### config.mk
export PLATFORM = sky130hd
export DESIGN_NAME = dma
export DESIGN_NICKNAME = d
export VERILOG_FILES = /design/src/common/apb_pkg.sv /design/src/common/dma_pkg.sv /design/src/dma/dma_regs.sv /design/src/dma/dma_engine.sv /design/src/dma.sv
export SDC_FILE = /design/constraint.sdc
export NUM_CORES = 1
export LEC_CHECK = 0
export BUFFER_PORTS_ARGS = -buffer_cell sky130_fd_sc_hd__buf_2
export CAP_MARGIN = 25
export CELL_PAD_IN_SITES_DETAIL_PLACEMENT = 0
export CELL_PAD_IN_SITES_GLOBAL_PLACEMENT = 1
export CORE_MARGIN = 2
export CORE_UTILIZATION = 35
export CTS_BUF_LIST = sky130_fd_sc_hd__clkbuf_16
export CTS_CLUSTER_SIZE = 24
export DETAILED_ROUTE_END_ITERATION = 16
export GPL_ROUTABILITY_DRIVEN = 0
export MAX_ROUTING_LAYER = met4
export PLACE_DENSITY_LB_ADDON = 0.1
export SYNTH_ARGS = -nofsm -noshare
export SYNTH_HDL_FRONTEND = slang
export SYNTH_SLANG_ARGS = --single-unit
### constraint.sdc
create_clock -name clk -period 11.88 [get_ports clk]
set_input_delay 0.594 -clock clk [delete_from_list [all_inputs] [get_ports clk]]
set_output_delay 0.594 -clock clk [all_outputs]
set_load 0.005 [all_outputs]
### src/common/apb_pkg.sv
package apb_pkg;

    // bus widths shared by the completer and requester ports
    localparam int unsigned ADDR_W = 32;
    localparam int unsigned DATA_W = 32;

    // bytes per data word, used for address stepping
    localparam int unsigned WORD_BYTES = DATA_W / 8;

    // one bus address
    typedef logic [ADDR_W-1:0] addr_t;

    // one bus data word
    typedef logic [DATA_W-1:0] data_t;

endpackage

### src/common/dma_pkg.sv
package dma_pkg;

    // word count width, max 64k words per transfer
    localparam int unsigned QTY_W = 16;

    typedef logic [QTY_W-1:0] qty_t;

    // offsets decoded on the low address byte
    localparam int unsigned OFS_W = 8;

    // register map
    localparam logic [OFS_W-1:0] REG_SRC    = 8'h00;
    localparam logic [OFS_W-1:0] REG_DST    = 8'h04;
    localparam logic [OFS_W-1:0] REG_QTY    = 8'h08;
    localparam logic [OFS_W-1:0] REG_CTRL   = 8'h0C;
    localparam logic [OFS_W-1:0] REG_STATUS = 8'h10;

    // control bits
    localparam int unsigned CTRL_START = 0;

    // status bits
    localparam int unsigned STAT_BUSY = 0;
    localparam int unsigned STAT_DONE = 1;
    localparam int unsigned STAT_ERR  = 2;

endpackage

### src/dma/dma_regs.sv
module dma_regs (
    input  logic           clk,
    input  logic           rst,
    input  logic           cfg_psel_i,
    input  logic           cfg_penable_i,
    input  logic           cfg_pwrite_i,
    input  apb_pkg::addr_t cfg_paddr_i,
    input  apb_pkg::data_t cfg_pwdata_i,
    output apb_pkg::data_t cfg_prdata_o,
    output logic           cfg_pready_o,
    output logic           cfg_pslverr_o,
    input  logic           fin_i,
    input  logic           err_i,
    output logic           start_o,
    output apb_pkg::addr_t src_o,
    output apb_pkg::addr_t dst_o,
    output dma_pkg::qty_t  qty_o,
    output logic           irq_o
);

    logic [dma_pkg::OFS_W-1:0] ofs;
    logic                      access;
    logic                      wr;
    logic                      mapped;
    logic                      start_acc;
    logic                      clr_done;
    logic                      start_q;
    logic                      busy_q;
    logic                      done_q;
    logic                      err_q;
    logic                      irq_q;
    apb_pkg::addr_t            src_q;
    apb_pkg::addr_t            dst_q;
    dma_pkg::qty_t             qty_q;

    // access phase, always completed in its first cycle
    assign ofs    = cfg_paddr_i[dma_pkg::OFS_W-1:0];
    assign access = cfg_psel_i & cfg_penable_i;
    assign wr     = access & cfg_pwrite_i;

    assign mapped = (ofs == dma_pkg::REG_SRC) | (ofs == dma_pkg::REG_DST) |
                    (ofs == dma_pkg::REG_QTY) | (ofs == dma_pkg::REG_CTRL) |
                    (ofs == dma_pkg::REG_STATUS);

    assign cfg_pready_o  = access;
    assign cfg_pslverr_o = access & ~mapped;

    // start only accepted while idle
    assign start_acc = wr & (ofs == dma_pkg::REG_CTRL) &
                       cfg_pwdata_i[dma_pkg::CTRL_START] & ~busy_q;
    // write-one-to-clear on done, takes err with it
    assign clr_done  = wr & (ofs == dma_pkg::REG_STATUS) & cfg_pwdata_i[dma_pkg::STAT_DONE];

    // read mux, unmapped reads zero
    always_comb begin
        cfg_prdata_o = '0;
        case (ofs)
            dma_pkg::REG_SRC: cfg_prdata_o = src_q;
            dma_pkg::REG_DST: cfg_prdata_o = dst_q;
            dma_pkg::REG_QTY: cfg_prdata_o = apb_pkg::data_t'(qty_q);
            dma_pkg::REG_STATUS: begin
                cfg_prdata_o[dma_pkg::STAT_BUSY] = busy_q;
                cfg_prdata_o[dma_pkg::STAT_DONE] = done_q;
                cfg_prdata_o[dma_pkg::STAT_ERR]  = err_q;
            end
            default: cfg_prdata_o = '0;
        endcase
    end

    // transfer parameters, frozen while busy
    always_ff @(posedge clk) begin
        if (wr && !busy_q) begin
            if (ofs == dma_pkg::REG_SRC) begin
                src_q <= cfg_pwdata_i;
            end
            if (ofs == dma_pkg::REG_DST) begin
                dst_q <= cfg_pwdata_i;
            end
            if (ofs == dma_pkg::REG_QTY) begin
                qty_q <= cfg_pwdata_i[dma_pkg::QTY_W-1:0];
            end
        end
    end

    // control and status
    always_ff @(posedge clk or posedge rst) begin
        if (rst) begin
            start_q <= 1'b0;
            busy_q  <= 1'b0;
            done_q  <= 1'b0;
            err_q   <= 1'b0;
            irq_q   <= 1'b0;
        end else begin
            start_q <= start_acc;
            if (fin_i) begin
                // completion beats a clear in the same cycle
                busy_q <= 1'b0;
                done_q <= 1'b1;
                err_q  <= err_i;
                irq_q  <= 1'b1;
            end else if (start_acc) begin
                busy_q <= 1'b1;
                done_q <= 1'b0;
                err_q  <= 1'b0;
                irq_q  <= 1'b0;
            end else if (clr_done) begin
                done_q <= 1'b0;
                err_q  <= 1'b0;
                irq_q  <= 1'b0;
            end
        end
    end

    assign start_o = start_q;
    assign src_o   = src_q;
    assign dst_o   = dst_q;
    assign qty_o   = qty_q;

    // fin pulse merged with the latch, so irq rises with fin
    assign irq_o = fin_i | irq_q;

endmodule

### src/dma/dma_engine.sv
module dma_engine (
    input  logic           clk,
    input  logic           rst,
    input  logic           start_i,
    input  apb_pkg::addr_t src_i,
    input  apb_pkg::addr_t dst_i,
    input  dma_pkg::qty_t  qty_i,
    output logic           mem_psel_o,
    output logic           mem_penable_o,
    output logic           mem_pwrite_o,
    output apb_pkg::addr_t mem_paddr_o,
    output apb_pkg::data_t mem_pwdata_o,
    input  apb_pkg::data_t mem_prdata_i,
    input  logic           mem_pready_i,
    input  logic           mem_pslverr_i,
    output logic           fin_o,
    output logic           err_o
);

    typedef enum logic [2:0] {
        IDLE,
        RD_SETUP,
        RD_ACCESS,
        WR_SETUP,
        WR_ACCESS,
        DONE
    } state_t;

    localparam apb_pkg::addr_t STEP = apb_pkg::addr_t'(apb_pkg::WORD_BYTES);

    state_t         state_q;
    state_t         state_d;
    apb_pkg::addr_t src_q;
    apb_pkg::addr_t dst_q;
    dma_pkg::qty_t  cnt_q;
    apb_pkg::data_t hold_q;
    logic           err_q;
    logic           rd_done;
    logic           wr_done;
    logic           last_word;

    // completed accesses
    assign rd_done   = (state_q == RD_ACCESS) & mem_pready_i;
    assign wr_done   = (state_q == WR_ACCESS) & mem_pready_i;
    assign last_word = (cnt_q == dma_pkg::qty_t'(1));

    // next state
    always_comb begin
        state_d = state_q;
        case (state_q)
            IDLE: begin
                if (start_i) begin
                    // empty transfer skips the bus entirely
                    state_d = (qty_i == '0) ? DONE : RD_SETUP;
                end
            end
            RD_SETUP: state_d = RD_ACCESS;
            RD_ACCESS: begin
                if (rd_done) begin
                    state_d = mem_pslverr_i ? DONE : WR_SETUP;
                end
            end
            WR_SETUP: state_d = WR_ACCESS;
            WR_ACCESS: begin
                if (wr_done) begin
                    state_d = (mem_pslverr_i || last_word) ? DONE : RD_SETUP;
                end
            end
            DONE: state_d = IDLE;
            default: state_d = IDLE;
        endcase
    end

    always_ff @(posedge clk or posedge rst) begin
        if (rst) begin
            state_q <= IDLE;
            err_q   <= 1'b0;
        end else begin
            state_q <= state_d;
            if (state_q == IDLE && start_i) begin
                err_q <= 1'b0;
            end else if ((rd_done || wr_done) && mem_pslverr_i) begin
                err_q <= 1'b1;
            end
        end
    end

    // running addresses, word count, read data holding
    always_ff @(posedge clk) begin
        if (state_q == IDLE && start_i) begin
            // low two bits ignored, word aligned only
            src_q <= {src_i[apb_pkg::ADDR_W-1:2], 2'b00};
            dst_q <= {dst_i[apb_pkg::ADDR_W-1:2], 2'b00};
            cnt_q <= qty_i;
        end else if (wr_done && !mem_pslverr_i) begin
            src_q <= src_q + STEP;
            dst_q <= dst_q + STEP;
            cnt_q <= cnt_q - dma_pkg::qty_t'(1);
        end
        if (rd_done) begin
            hold_q <= mem_prdata_i;
        end
    end

    // bus outputs decoded from state, stable from setup to pready
    assign mem_psel_o    = (state_q == RD_SETUP) | (state_q == RD_ACCESS) |
                           (state_q == WR_SETUP) | (state_q == WR_ACCESS);
    assign mem_penable_o = (state_q == RD_ACCESS) | (state_q == WR_ACCESS);
    assign mem_pwrite_o  = (state_q == WR_SETUP) | (state_q == WR_ACCESS);
    assign mem_paddr_o   = mem_pwrite_o ? dst_q : src_q;
    assign mem_pwdata_o  = hold_q;

    // one-cycle completion report
    assign fin_o = (state_q == DONE);
    assign err_o = err_q;

endmodule

### src/dma.sv
module dma (
    input  logic           clk,
    input  logic           rst,
    // configuration port, APB completer
    input  logic           cfg_psel_i,
    input  logic           cfg_penable_i,
    input  logic           cfg_pwrite_i,
    input  apb_pkg::addr_t cfg_paddr_i,
    input  apb_pkg::data_t cfg_pwdata_i,
    output apb_pkg::data_t cfg_prdata_o,
    output logic           cfg_pready_o,
    output logic           cfg_pslverr_o,
    // data port, APB requester
    output logic           mem_psel_o,
    output logic           mem_penable_o,
    output logic           mem_pwrite_o,
    output apb_pkg::addr_t mem_paddr_o,
    output apb_pkg::data_t mem_pwdata_o,
    input  apb_pkg::data_t mem_prdata_i,
    input  logic           mem_pready_i,
    input  logic           mem_pslverr_i,
    // transfer complete or aborted
    output logic           irq_o
);

    // regs -> engine
    logic           start;
    apb_pkg::addr_t src;
    apb_pkg::addr_t dst;
    dma_pkg::qty_t  qty;

    // engine -> regs
    logic           fin;
    logic           err;

    dma_regs dma_regs_inst (
        .clk           (clk          ),
        .rst           (rst          ),
        .cfg_psel_i    (cfg_psel_i   ),
        .cfg_penable_i (cfg_penable_i),
        .cfg_pwrite_i  (cfg_pwrite_i ),
        .cfg_paddr_i   (cfg_paddr_i  ),
        .cfg_pwdata_i  (cfg_pwdata_i ),
        .cfg_prdata_o  (cfg_prdata_o ),
        .cfg_pready_o  (cfg_pready_o ),
        .cfg_pslverr_o (cfg_pslverr_o),
        .fin_i         (fin          ),
        .err_i         (err          ),
        .start_o       (start        ),
        .src_o         (src          ),
        .dst_o         (dst          ),
        .qty_o         (qty          ),
        .irq_o         (irq_o        )
    );

    dma_engine dma_engine_inst (
        .clk           (clk          ),
        .rst           (rst          ),
        .start_i       (start        ),
        .src_i         (src          ),
        .dst_i         (dst          ),
        .qty_i         (qty          ),
        .mem_psel_o    (mem_psel_o   ),
        .mem_penable_o (mem_penable_o),
        .mem_pwrite_o  (mem_pwrite_o ),
        .mem_paddr_o   (mem_paddr_o  ),
        .mem_pwdata_o  (mem_pwdata_o ),
        .mem_prdata_i  (mem_prdata_i ),
        .mem_pready_i  (mem_pready_i ),
        .mem_pslverr_i (mem_pslverr_i),
        .fin_o         (fin          ),
        .err_o         (err          )
    );

endmodule

## Word-level counts from Yosys, hierarchy flattened

Index checks and enable logic that the tools add are counted.

- Equality and inequality tests: 13
- $add $sub $neg: 3
- Bitwise logic cells: 22
- Multiplexer cells: 24
- Reductions and logical operators: 19

Operators with widths:

| cell | count |
|---|---|
| $mux W32 | 5 |
| $pmux W29 S3 | 1 |
| $add A32 B3 Y32 const B | 2 |
| $mux W16 | 2 |
| $mux W3 | 6 |
| $eq A16 B1 Y1 const B | 1 |
| $eq A8 B4 Y1 const B | 2 |
| $logic_not A16 Y1 | 1 |
| $sub A16 B1 Y16 const B | 1 |
| $pmux W3 S5 | 1 |
| $pmux W3 S4 | 1 |
| $and A1 B1 Y1 | 10 |
| $or A1 B1 Y1 | 10 |
| $eq A8 B3 Y1 const B | 1 |
| $eq A8 B5 Y1 const B | 1 |
| $logic_not A8 Y1 | 1 |
| $mux W1 | 8 |
| $eq A3 B2 Y1 const B | 2 |
| $eq A3 B3 Y1 const B | 2 |
| $reduce_and A2 Y1 | 3 |
| $reduce_bool A2 Y1 | 3 |
| $logic_and A1 B1 Y1 | 4 |
| $ne A2 B1 Y1 const B | 2 |
| $eq A3 B1 Y1 const B | 1 |
| other kinds (7) | 10 |

- Bits in registers: 200
- Output and inout bits: 102

## Longest topological paths before layout

Gate-level depths: netlist of the first run.

- Word-level depth: 7
- Mapped depth: 7
- Mapped depth without buffers: 6

## Cells and area by module

A second synthesis of the first run with hierarchy kept.

- Cell total of the unflattened synthesis: 778
- Area total of the unflattened synthesis: 9495.4 sq um

Modules (own cells, without submodules):

| module | cells each | sequential area each (sq um) | times used | area each (sq um) |
|---|---|---|---|---|
| dma_engine | 558 | 3343.2 | 1 | 6093.3 |
| dma_regs | 220 | 2502.4 | 1 | 3402.0 |

## Least setup slack after synthesis of the first run

OpenSTA, ideal clock, no wires.

- Path kind: register -> register
- Start: register dma_engine_inst.state_q[2]
- End: register dma_engine_inst.cnt_q[0] (enable)
- Data required time: 11.253 ns
- Arrival: 6.490 ns
- Cell stages (with the launch flop): 5
- Path slack: 4.764 ns
- Period minus slack after synthesis: 7.116 ns
- Library setup time: 0.627 ns
- Cell sequence: dfrtp_1 clkbuf_1 buf_1 nand3b_1 a21boi_0

- Word-level cells in the longest chain between the ends: 4

Ends and longest elaborated chain:

| element | line | text |
|---|---|---|
| start: declaration | dma_engine.sv:31 | `state_t state_q;` |
| start signal: assignment | dma_engine.sv:79 | `state_q <= state_d;` |
| $eq A3 B3 Y1 | dma_engine.sv:44 | `assign wr_done = (state_q == WR_ACCESS) & mem_pready_i;` |
| $and A1 B1 Y1 | dma_engine.sv:44 |  |
| $logic_and A1 B1 Y1 | dma_engine.sv:95 | `end else if (wr_done && !mem_pslverr_i) begin` |
| $reduce_bool A2 Y1 (no line) (*) | -- |  |
| end signal: assignment | dma_engine.sv:94 | `cnt_q <= qty_i;` |
| end signal: assignment | dma_engine.sv:98 | `cnt_q <= cnt_q - dma_pkg::qty_t'(1);` |
| end: declaration | dma_engine.sv:35 | `dma_pkg::qty_t cnt_q;` |

Mark *: on every way between the ends. The rest lies on a longest branch, timed or not.
A chain may end at the register's enable or synchronous reset.

## Worst setup path after layout of the first run

- Start: register dma_engine_inst.state_q[1]
- End: output mem_paddr_o[5]

- Word-level cells in the longest chain between the ends: 3

Ends and longest elaborated chain:

| element | line | text |
|---|---|---|
| $eq A3 B2 Y1 or $eq A3 B3 Y1 (tied branches) | dma_engine.sv:109 | `assign mem_pwrite_o = (state_q == WR_SETUP) \| (state_q == WR_ACCESS);` |
| $or A1 B1 Y1 (*) | dma_engine.sv:109 |  |
| $mux W32 (*) | dma_engine.sv:110 | `assign mem_paddr_o = mem_pwrite_o ? dst_q : src_q;` |
| end: declaration | dma.sv:17 | `output apb_pkg::addr_t mem_paddr_o,` |

Marked as above.

==> results of run 1 <==
sequential cells by signal, summed over array words and instances, names as in the netlist:
name	flops
dma_engine_inst.cnt_q	16
dma_engine_inst.dst_q	30
dma_engine_inst.err_o	1
dma_engine_inst.mem_pwdata_o	32
dma_engine_inst.src_q	30
dma_engine_inst.state_q	3
dma_regs_inst.busy_q	1
dma_regs_inst.done_q	1
dma_regs_inst.dst_o	32
dma_regs_inst.err_q	1
dma_regs_inst.qty_o	16
dma_regs_inst.src_o	32
dma_regs_inst.start_o	1
kinds of logic (layout without fill, tap and decap cells):
group                    after synthesis  count (layout)  synth area share
XOR/XNOR                              70              70            0.0665
AND/OR/NAND/NOR                      262             262             0.139
buffers and inverters                 68             249            0.0289
AO/OA/AOI/OAI                        130             130            0.0866
adder cells (fa/ha/maj)                4               4           0.00543
other                                  1               2          0.000407
multiplexers                          32              32            0.0384
flip-flops                           196             196             0.634
Yosys cell counts (2+ instances only):
cell / n
sky130_fd_sc_hd__or4_4: 2
sky130_fd_sc_hd__a31oi_1: 3
sky130_fd_sc_hd__nor3_1: 25
sky130_fd_sc_hd__inv_1: 27
sky130_fd_sc_hd__nand3_1: 25
sky130_fd_sc_hd__buf_4: 2
sky130_fd_sc_hd__mux2_2: 27
sky130_fd_sc_hd__mux2i_1: 5
sky130_fd_sc_hd__or3_1: 4
sky130_fd_sc_hd__nor4_1: 18
sky130_fd_sc_hd__clkbuf_1: 34
sky130_fd_sc_hd__nand3b_1: 4
sky130_fd_sc_hd__nor2_1: 34
sky130_fd_sc_hd__buf_1: 2
sky130_fd_sc_hd__a222oi_1: 13
sky130_fd_sc_hd__and4_1: 7
sky130_fd_sc_hd__o211ai_1: 2
sky130_fd_sc_hd__xnor2_1: 54
sky130_fd_sc_hd__or4_1: 5
sky130_fd_sc_hd__nand4_1: 12
sky130_fd_sc_hd__buf_2: 3
sky130_fd_sc_hd__and3_1: 12
sky130_fd_sc_hd__a21oi_1: 15
sky130_fd_sc_hd__a22o_1: 16
sky130_fd_sc_hd__nor2b_1: 3
sky130_fd_sc_hd__nand2_1: 104
sky130_fd_sc_hd__edfxtp_1: 188
sky130_fd_sc_hd__ha_1: 4
sky130_fd_sc_hd__o21ai_1: 5
sky130_fd_sc_hd__xor2_1: 16
sky130_fd_sc_hd__dfrtp_1: 8
sky130_fd_sc_hd__o21ai_0: 71
critical path, stage by stage (launching register included):
cell,delay (ns)
sky130_fd_sc_hd__dfrtp_1,0.53
sky130_fd_sc_hd__nor2_1,0.45
sky130_fd_sc_hd__nand2_1,0.17
sky130_fd_sc_hd__o21ai_4,0.09
sky130_fd_sc_hd__buf_4,0.42
sky130_fd_sc_hd__mux2_2,0.43
sky130_fd_sc_hd__buf_2,0.14
cell usage in the layout, fill, tap and decap left out, types with 4 or more instances in the layout:
master	count
sky130_fd_sc_hd__inv_6	4
sky130_fd_sc_hd__edfxtp_1	188
sky130_fd_sc_hd__and4_1	7
sky130_fd_sc_hd__o21ai_1	4
sky130_fd_sc_hd__nand2_1	104
sky130_fd_sc_hd__nor4_1	16
sky130_fd_sc_hd__and3_1	12
sky130_fd_sc_hd__a22o_1	16
sky130_fd_sc_hd__buf_2	178
sky130_fd_sc_hd__nor3_1	22
sky130_fd_sc_hd__xor2_1	16
sky130_fd_sc_hd__nand4_1	12
sky130_fd_sc_hd__buf_4	12
sky130_fd_sc_hd__nand3b_1	4
sky130_fd_sc_hd__or3_1	4
sky130_fd_sc_hd__dfrtp_1	8
sky130_fd_sc_hd__or4_1	5
sky130_fd_sc_hd__clkinvlp_4	4
sky130_fd_sc_hd__clkbuf_16	17
sky130_fd_sc_hd__o21ai_0	71
sky130_fd_sc_hd__a222oi_1	13
sky130_fd_sc_hd__ha_1	4
sky130_fd_sc_hd__inv_1	28
sky130_fd_sc_hd__mux2i_1	5
sky130_fd_sc_hd__nand3_1	25
sky130_fd_sc_hd__mux2_2	27
sky130_fd_sc_hd__nor2_1	34
sky130_fd_sc_hd__a21oi_1	15
sky130_fd_sc_hd__xnor2_1	54
power breakdown:
group / total (mW) / leakage (nW) / switching, mW / internal (mW)
clock network: 0.563 / 0.270 / 0.285 / 0.278
registers: 0.804 / 1.79 / 0.0214 / 0.782
logic: 0.134 / 1.85 / 0.0711 / 0.0628
stage by stage:
stage	power (mW)	instances	instance area (sq um)
final	1.50	1280	11100
after global routing	1.55	1280	11100
after CTS	1.52	1280	11100
after detailed placement	0.956	1248	10500
after global placement	0.955	1247	10500
after floorplan	0.887	764	9220
routing by layer:
metal	wire [um]	part of all wire	GRT usage	vias up
met3	1430	0.059	0.0422	11
met1	11800	0.48	0.252	3142
met5	0	0	-	-
li1	-	-	-	3183
met2	10900	0.45	0.273	183
met4	159	0.0065	0.0326	0
worst max path at each step:
stage                                     startpoint                  endpoint  slack [ns]  cells after the start
final                     dma_engine_inst.state_q[1]            mem_paddr_o[5]        8.59                      6
after global routing      dma_engine_inst.state_q[1]            mem_paddr_o[7]        8.44                      6
after CTS                 dma_engine_inst.state_q[1]            mem_paddr_o[6]        8.57                      6
after detailed placement              cfg_paddr_i[5]           cfg_prdata_o[6]        8.79                      8
after global placement                cfg_paddr_i[5]           cfg_prdata_o[5]        8.21                      7
after floorplan           dma_engine_inst.state_q[2]  dma_engine_inst.cnt_q[0]        4.76                      4
area by class of cell:
cell class / count / area [sq um] / share of cell area
Clock inverter: 15 / 144 / 0.0130
Clock buffer: 17 / 425 / 0.0384
Sequential cell: 196 / 5850 / 0.528
Tap cell: 335 / 419 / 0.0378
Timing Repair Buffer: 190 / 981 / 0.0885
Inverter: 27 / 101 / 0.00915
Multi-Input combinational cell: 500 / 3160 / 0.286
==> flow_summary.toml, run 1 <==
[outcome]
status = "completed"

[synthesis]
synth_sequential_area_ratio = 0.634
syn-instance-count = 763
synth.lib_cells_used.distinct = 45
post_synth_arst_share = 0.0408
post_synth_instance_area_sq_mm = 0.00922
synthesis.area_per_instance_sq_um = 12.1
synth-edff-count = 188
synth_warnings = 0
synth_top_area_share = 0.613
synth_top_flop_cell = "sky130_fd_sc_hd__edfxtp_1"
flop_and_latch_count_out_of_synthesis = 196
synth_top_cells_by_area = "sky130_fd_sc_hd__edfxtp_1, sky130_fd_sc_hd__xnor2_1, sky130_fd_sc_hd__nand2_1"
synth_largest_area_cell = "sky130_fd_sc_hd__edfxtp_1"

[power]
worst_ir_drop_vdd_mv = 0.0926
cellLeakagePower_nw = 3.91
power.density_cell_area_mw_per_mm2 = 135

[global_routing]
grt_max_degree = 107
antenna_found_initial = 0
grt_first_pass_wirelength_um = 37200
grt_pass1_vias = 6544
globalRouteOverflowTotal = 0
global_route_usage_over_all_layers = 0.181

[route]
wl_per_cell_um = 19.0
drtPass1Iterations = 5
route.final.wire_length_um = 24300
route.antenna.remaining_nets = 0
drt-initial-drc-count = 420
drc = 0
detailroute.via_count = 6519
vias_per_cell = 5.09

[timing]
timing.fmax_mhz = 304
hold_slack_ns = 0.0969
setup_tns_ns = 0
unrepaired_setup_endpoints_after_global_routing = "false"
drv_slew = 0
timing.final.hold_violations = 0
worst_slew_pin_slew_ns = 0.996
skew_ns = 0.0124
finalWorstPathRequiredPeriod_ns = 3.29
setup-violations-final = 0
period_share = 0.277
fin_ws_ns = 8.59
timing.max_slew.rel_slack = 0.336

[finish]
drive_above_1_share = 0.273
final_nets = 1039
n_fill_cell = 2495
area_added_between_synthesis_and_finish_pct = 20.2
fin_util = 0.426
num_antenna_cells = 0

[clock_network]
clock_tree_from_tritoncts = "yes"
post_cts_setup_buffers = 0
postCtsResizedCells = 0
cts.path.max_buffers = 2
worst_skew_pair.late_latency_ns = 0.43
cts_hold_repair.buffers = 0
clkSinkCount = 196
clock-root-buffer = "sky130_fd_sc_hd__clkbuf_16"
cts_buffers = 17
h-tree-depth = 4
clk_pin_slew_worst_setup_hold_paths_ns = 0.08

[worst_setup_path]
endpoint_kind = "primary output"
reg2reg_start = "dma_engine_inst.state_q[2]"
critical_path_peak_fanout = 34
critPathKind = "reg2out"
reg2reg_slack_ns = 8.85
r2r_end = "dma_engine_inst.dst_q[31]"
critical_path.startpoint_type = "flop"
timing.critical_path.required_ns = 11.29
arrival_ns = 2.69
reg2reg_depth = 7

[die]
die_height_um = 166
count_of_standard_cell_rows = 59
die_area_sq_mm = 0.0276
start_util = 0.355
floorplan.io_pins = 205
core_region_area_sq_mm = 0.0260
fp.dieW_um = 166

[hold_path]
holdCritPathClass = "in2async"

[place]
port-buffer-count = 178
pre_cts_ws_ns = 8.79
dp.final_hpwl_um = 17200

[flow_run]
drv_cap = 0
No activity file was read; power rests on OpenSTA's default activity.
==> run 2: changes to the inputs <==
- clock period: 11.88 -> 3 ns (I/O delays scaled with it)
==> flow_summary.toml, run 2 (synthesized netlist as in run 1, its figures left out) <==
[die]
fp.dieW_um = 166
die_area_sq_mm = 0.0276
core_region_area_sq_mm = 0.0260
die_height_um = 166
start_util = 0.355
count_of_standard_cell_rows = 59
floorplan.io_pins = 205

[finish]
area_added_between_synthesis_and_finish_pct = 28.9
num_antenna_cells = 0
n_fill_cell = 2426
stdcell_count = 1351
final_nets = 1110
layout.cells.most_common_list = "sky130_fd_sc_hd__edfxtp_1, sky130_fd_sc_hd__buf_2, sky130_fd_sc_hd__nand2_1"
mostFrequentLayoutCell = "sky130_fd_sc_hd__edfxtp_1"
drive_above_1_share = 0.261

[route]
route.final.wire_length_um = 25600
vias_per_cell = 5.04
wl_per_cell_um = 19.0
drt-initial-drc-count = 486
detailroute.via_count = 6813
route.antenna.remaining_nets = 0
drtPass1Iterations = 5
drc = 0

[place]
port-buffer-count = 178
number_of_instances_in_the_placed_design = 1254
pre_cts_ws_ns = 0.645
dp.final_hpwl_um = 17700

[hold_path]
worst_hold_path_stage_count = 3
holdCritPathClass = "in2reg"
timing.hold.worst_endpoint = "dma_engine_inst.err_o"
min_from = "mem_pslverr_i"

[clock_network]
clock-root-buffer = "sky130_fd_sc_hd__clkbuf_16"
postCtsResizedCells = 0
h-tree-depth = 4
worst_skew_pair.late_latency_ns = 0.44
clk_pin_slew_worst_setup_hold_paths_ns = 0.08
post_cts_setup_buffers = 0
clkSinkCount = 196
cts_buffers = 17
clock_tree_from_tritoncts = "yes"
cts.path.max_buffers = 2

[timing]
skew_ns = 0.0100
unrepaired_setup_endpoints_after_global_routing = "false"
hold_slack_ns = 0.0354
period_share = 0.834
worst_slew_pin_slew_ns = 0.822
setup_tns_ns = 0
finalWorstPathRequiredPeriod_ns = 2.50
timing.max_slew.rel_slack = 0.452
timing.final.hold_violations = 0
setup-violations-final = 0
fin_ws_ns = 0.499
timing.fmax_mhz = 400
drv_slew = 0

[worst_setup_path]
crit_buf_inv = 2
critical_path.top_delay_family = "buffers and inverters"
critPathKind = "reg2out"
critical-path-slowest-cell = "sky130_fd_sc_hd__dfrtp_1"
reg2reg_start = "dma_engine_inst.dst_q[2]"
reg2reg_depth = 6
reg2reg_slack_ns = 0.67
cp_slowest_stage_delay_ns = 0.53
critical_path.cell_chain = "nor2_1 -> nand2_1 -> o21ai_4 -> buf_4 -> mux2_2 -> buf_2"
endpoint_kind = "primary output"
arrival_ns = 2.35
timing.critical_path.required_ns = 2.85
critical_path_peak_fanout = 34
critical_path.startpoint_type = "flop"
r2r_end = "dma_engine_inst.dst_q[30]"

[power]
power.density_cell_area_mw_per_mm2 = 516
cellLeakagePower_nw = 4.25
worst_ir_drop_vdd_mv = 0.399

[outcome]
status = "completed"

[global_routing]
globalRouteOverflowTotal = 0
global_route_usage_over_all_layers = 0.192
grt_first_pass_wirelength_um = 39800
antenna_found_initial = 0
grt_max_degree = 72
grt_pass1_vias = 6993

[flow_run]
drv_cap = 0
-- run 2: how the worst max path moves through the flow --
| stage | end | cells after the start | from |
|---|---|---|---|
| 6_report | mem_paddr_o[4] | 6 | dma_engine_inst.state_q[0] |
| 3_5_place_dp | dma_engine_inst.dst_q[30] | 6 | dma_engine_inst.dst_q[2] |
| 2_1_floorplan | dma_engine_inst.cnt_q[0] | 4 | dma_engine_inst.state_q[2] |
| 5_1_grt | mem_paddr_o[7] | 5 | dma_engine_inst.state_q[1] |
| 3_3_place_gp | dma_engine_inst.dst_q[30] | 6 | dma_engine_inst.dst_q[2] |
| 4_1_cts | mem_paddr_o[5] | 6 | dma_engine_inst.state_q[0] |
-- run 2: report_power, final --
| group | switching (mW) | leakage (nW) | internal (mW) |
|---|---|---|---|
| Sequential | 0.0756 | 1.79 | 3.10 |
| Clock | 1.19 | 0.294 | 1.14 |
| Combinational | 0.311 | 2.17 | 0.320 |
| Total | 1.58 | 4.25 | 4.55 |
-- run 2: layer usage --
metal,track usage,routed length (um),vias to the layer above
li1,-,-,3320
met1,0.265,12300,3304
met2,0.301,12000,179
met3,0.0365,1180,10
met4,0.0352,125,0
met5,-,0,-
-- run 2: repair_timing --
action | CTS | global route
hold endpoints to repair | 120 | 0
endpoints found under the setup margin | 0 | 0
hold buffers | 65 | 0
-- run 2: stage by stage --
step,util,power [mW],cell area (sq um)
2_1_floorplan,-,3.52,9270
3_3_place_gp,0.409,3.81,10600
3_5_place_dp,0.409,3.81,10600
4_1_cts,0.457,6.19,11900
5_1_grt,0.457,6.37,11900
6_report,0.457,6.13,11900
-- run 2: cell type report --
| class | instances | area (sq um) | share of cell area |
|---|---|---|---|
| Inverter | 27 | 101 | 0.00853 |
| Multi-Input combinational cell | 500 | 3180 | 0.268 |
| Timing Repair Buffer | 261 | 1730 | 0.145 |
| Sequential cell | 196 | 5850 | 0.492 |
| Tap cell | 335 | 419 | 0.0353 |
| Clock buffer | 17 | 425 | 0.0358 |
| Clock inverter | 15 | 181 | 0.0153 |
-- run 2: worst register-to-register path, cell delays in order, from the launching register on --
cell	delay (ns)
sky130_fd_sc_hd__edfxtp_1	0.41
sky130_fd_sc_hd__ha_1	0.24
sky130_fd_sc_hd__and4_1	0.31
sky130_fd_sc_hd__nand4_1	0.47
sky130_fd_sc_hd__nor4_1	0.40
sky130_fd_sc_hd__xnor2_1	0.17
sky130_fd_sc_hd__o21ai_0	0.09
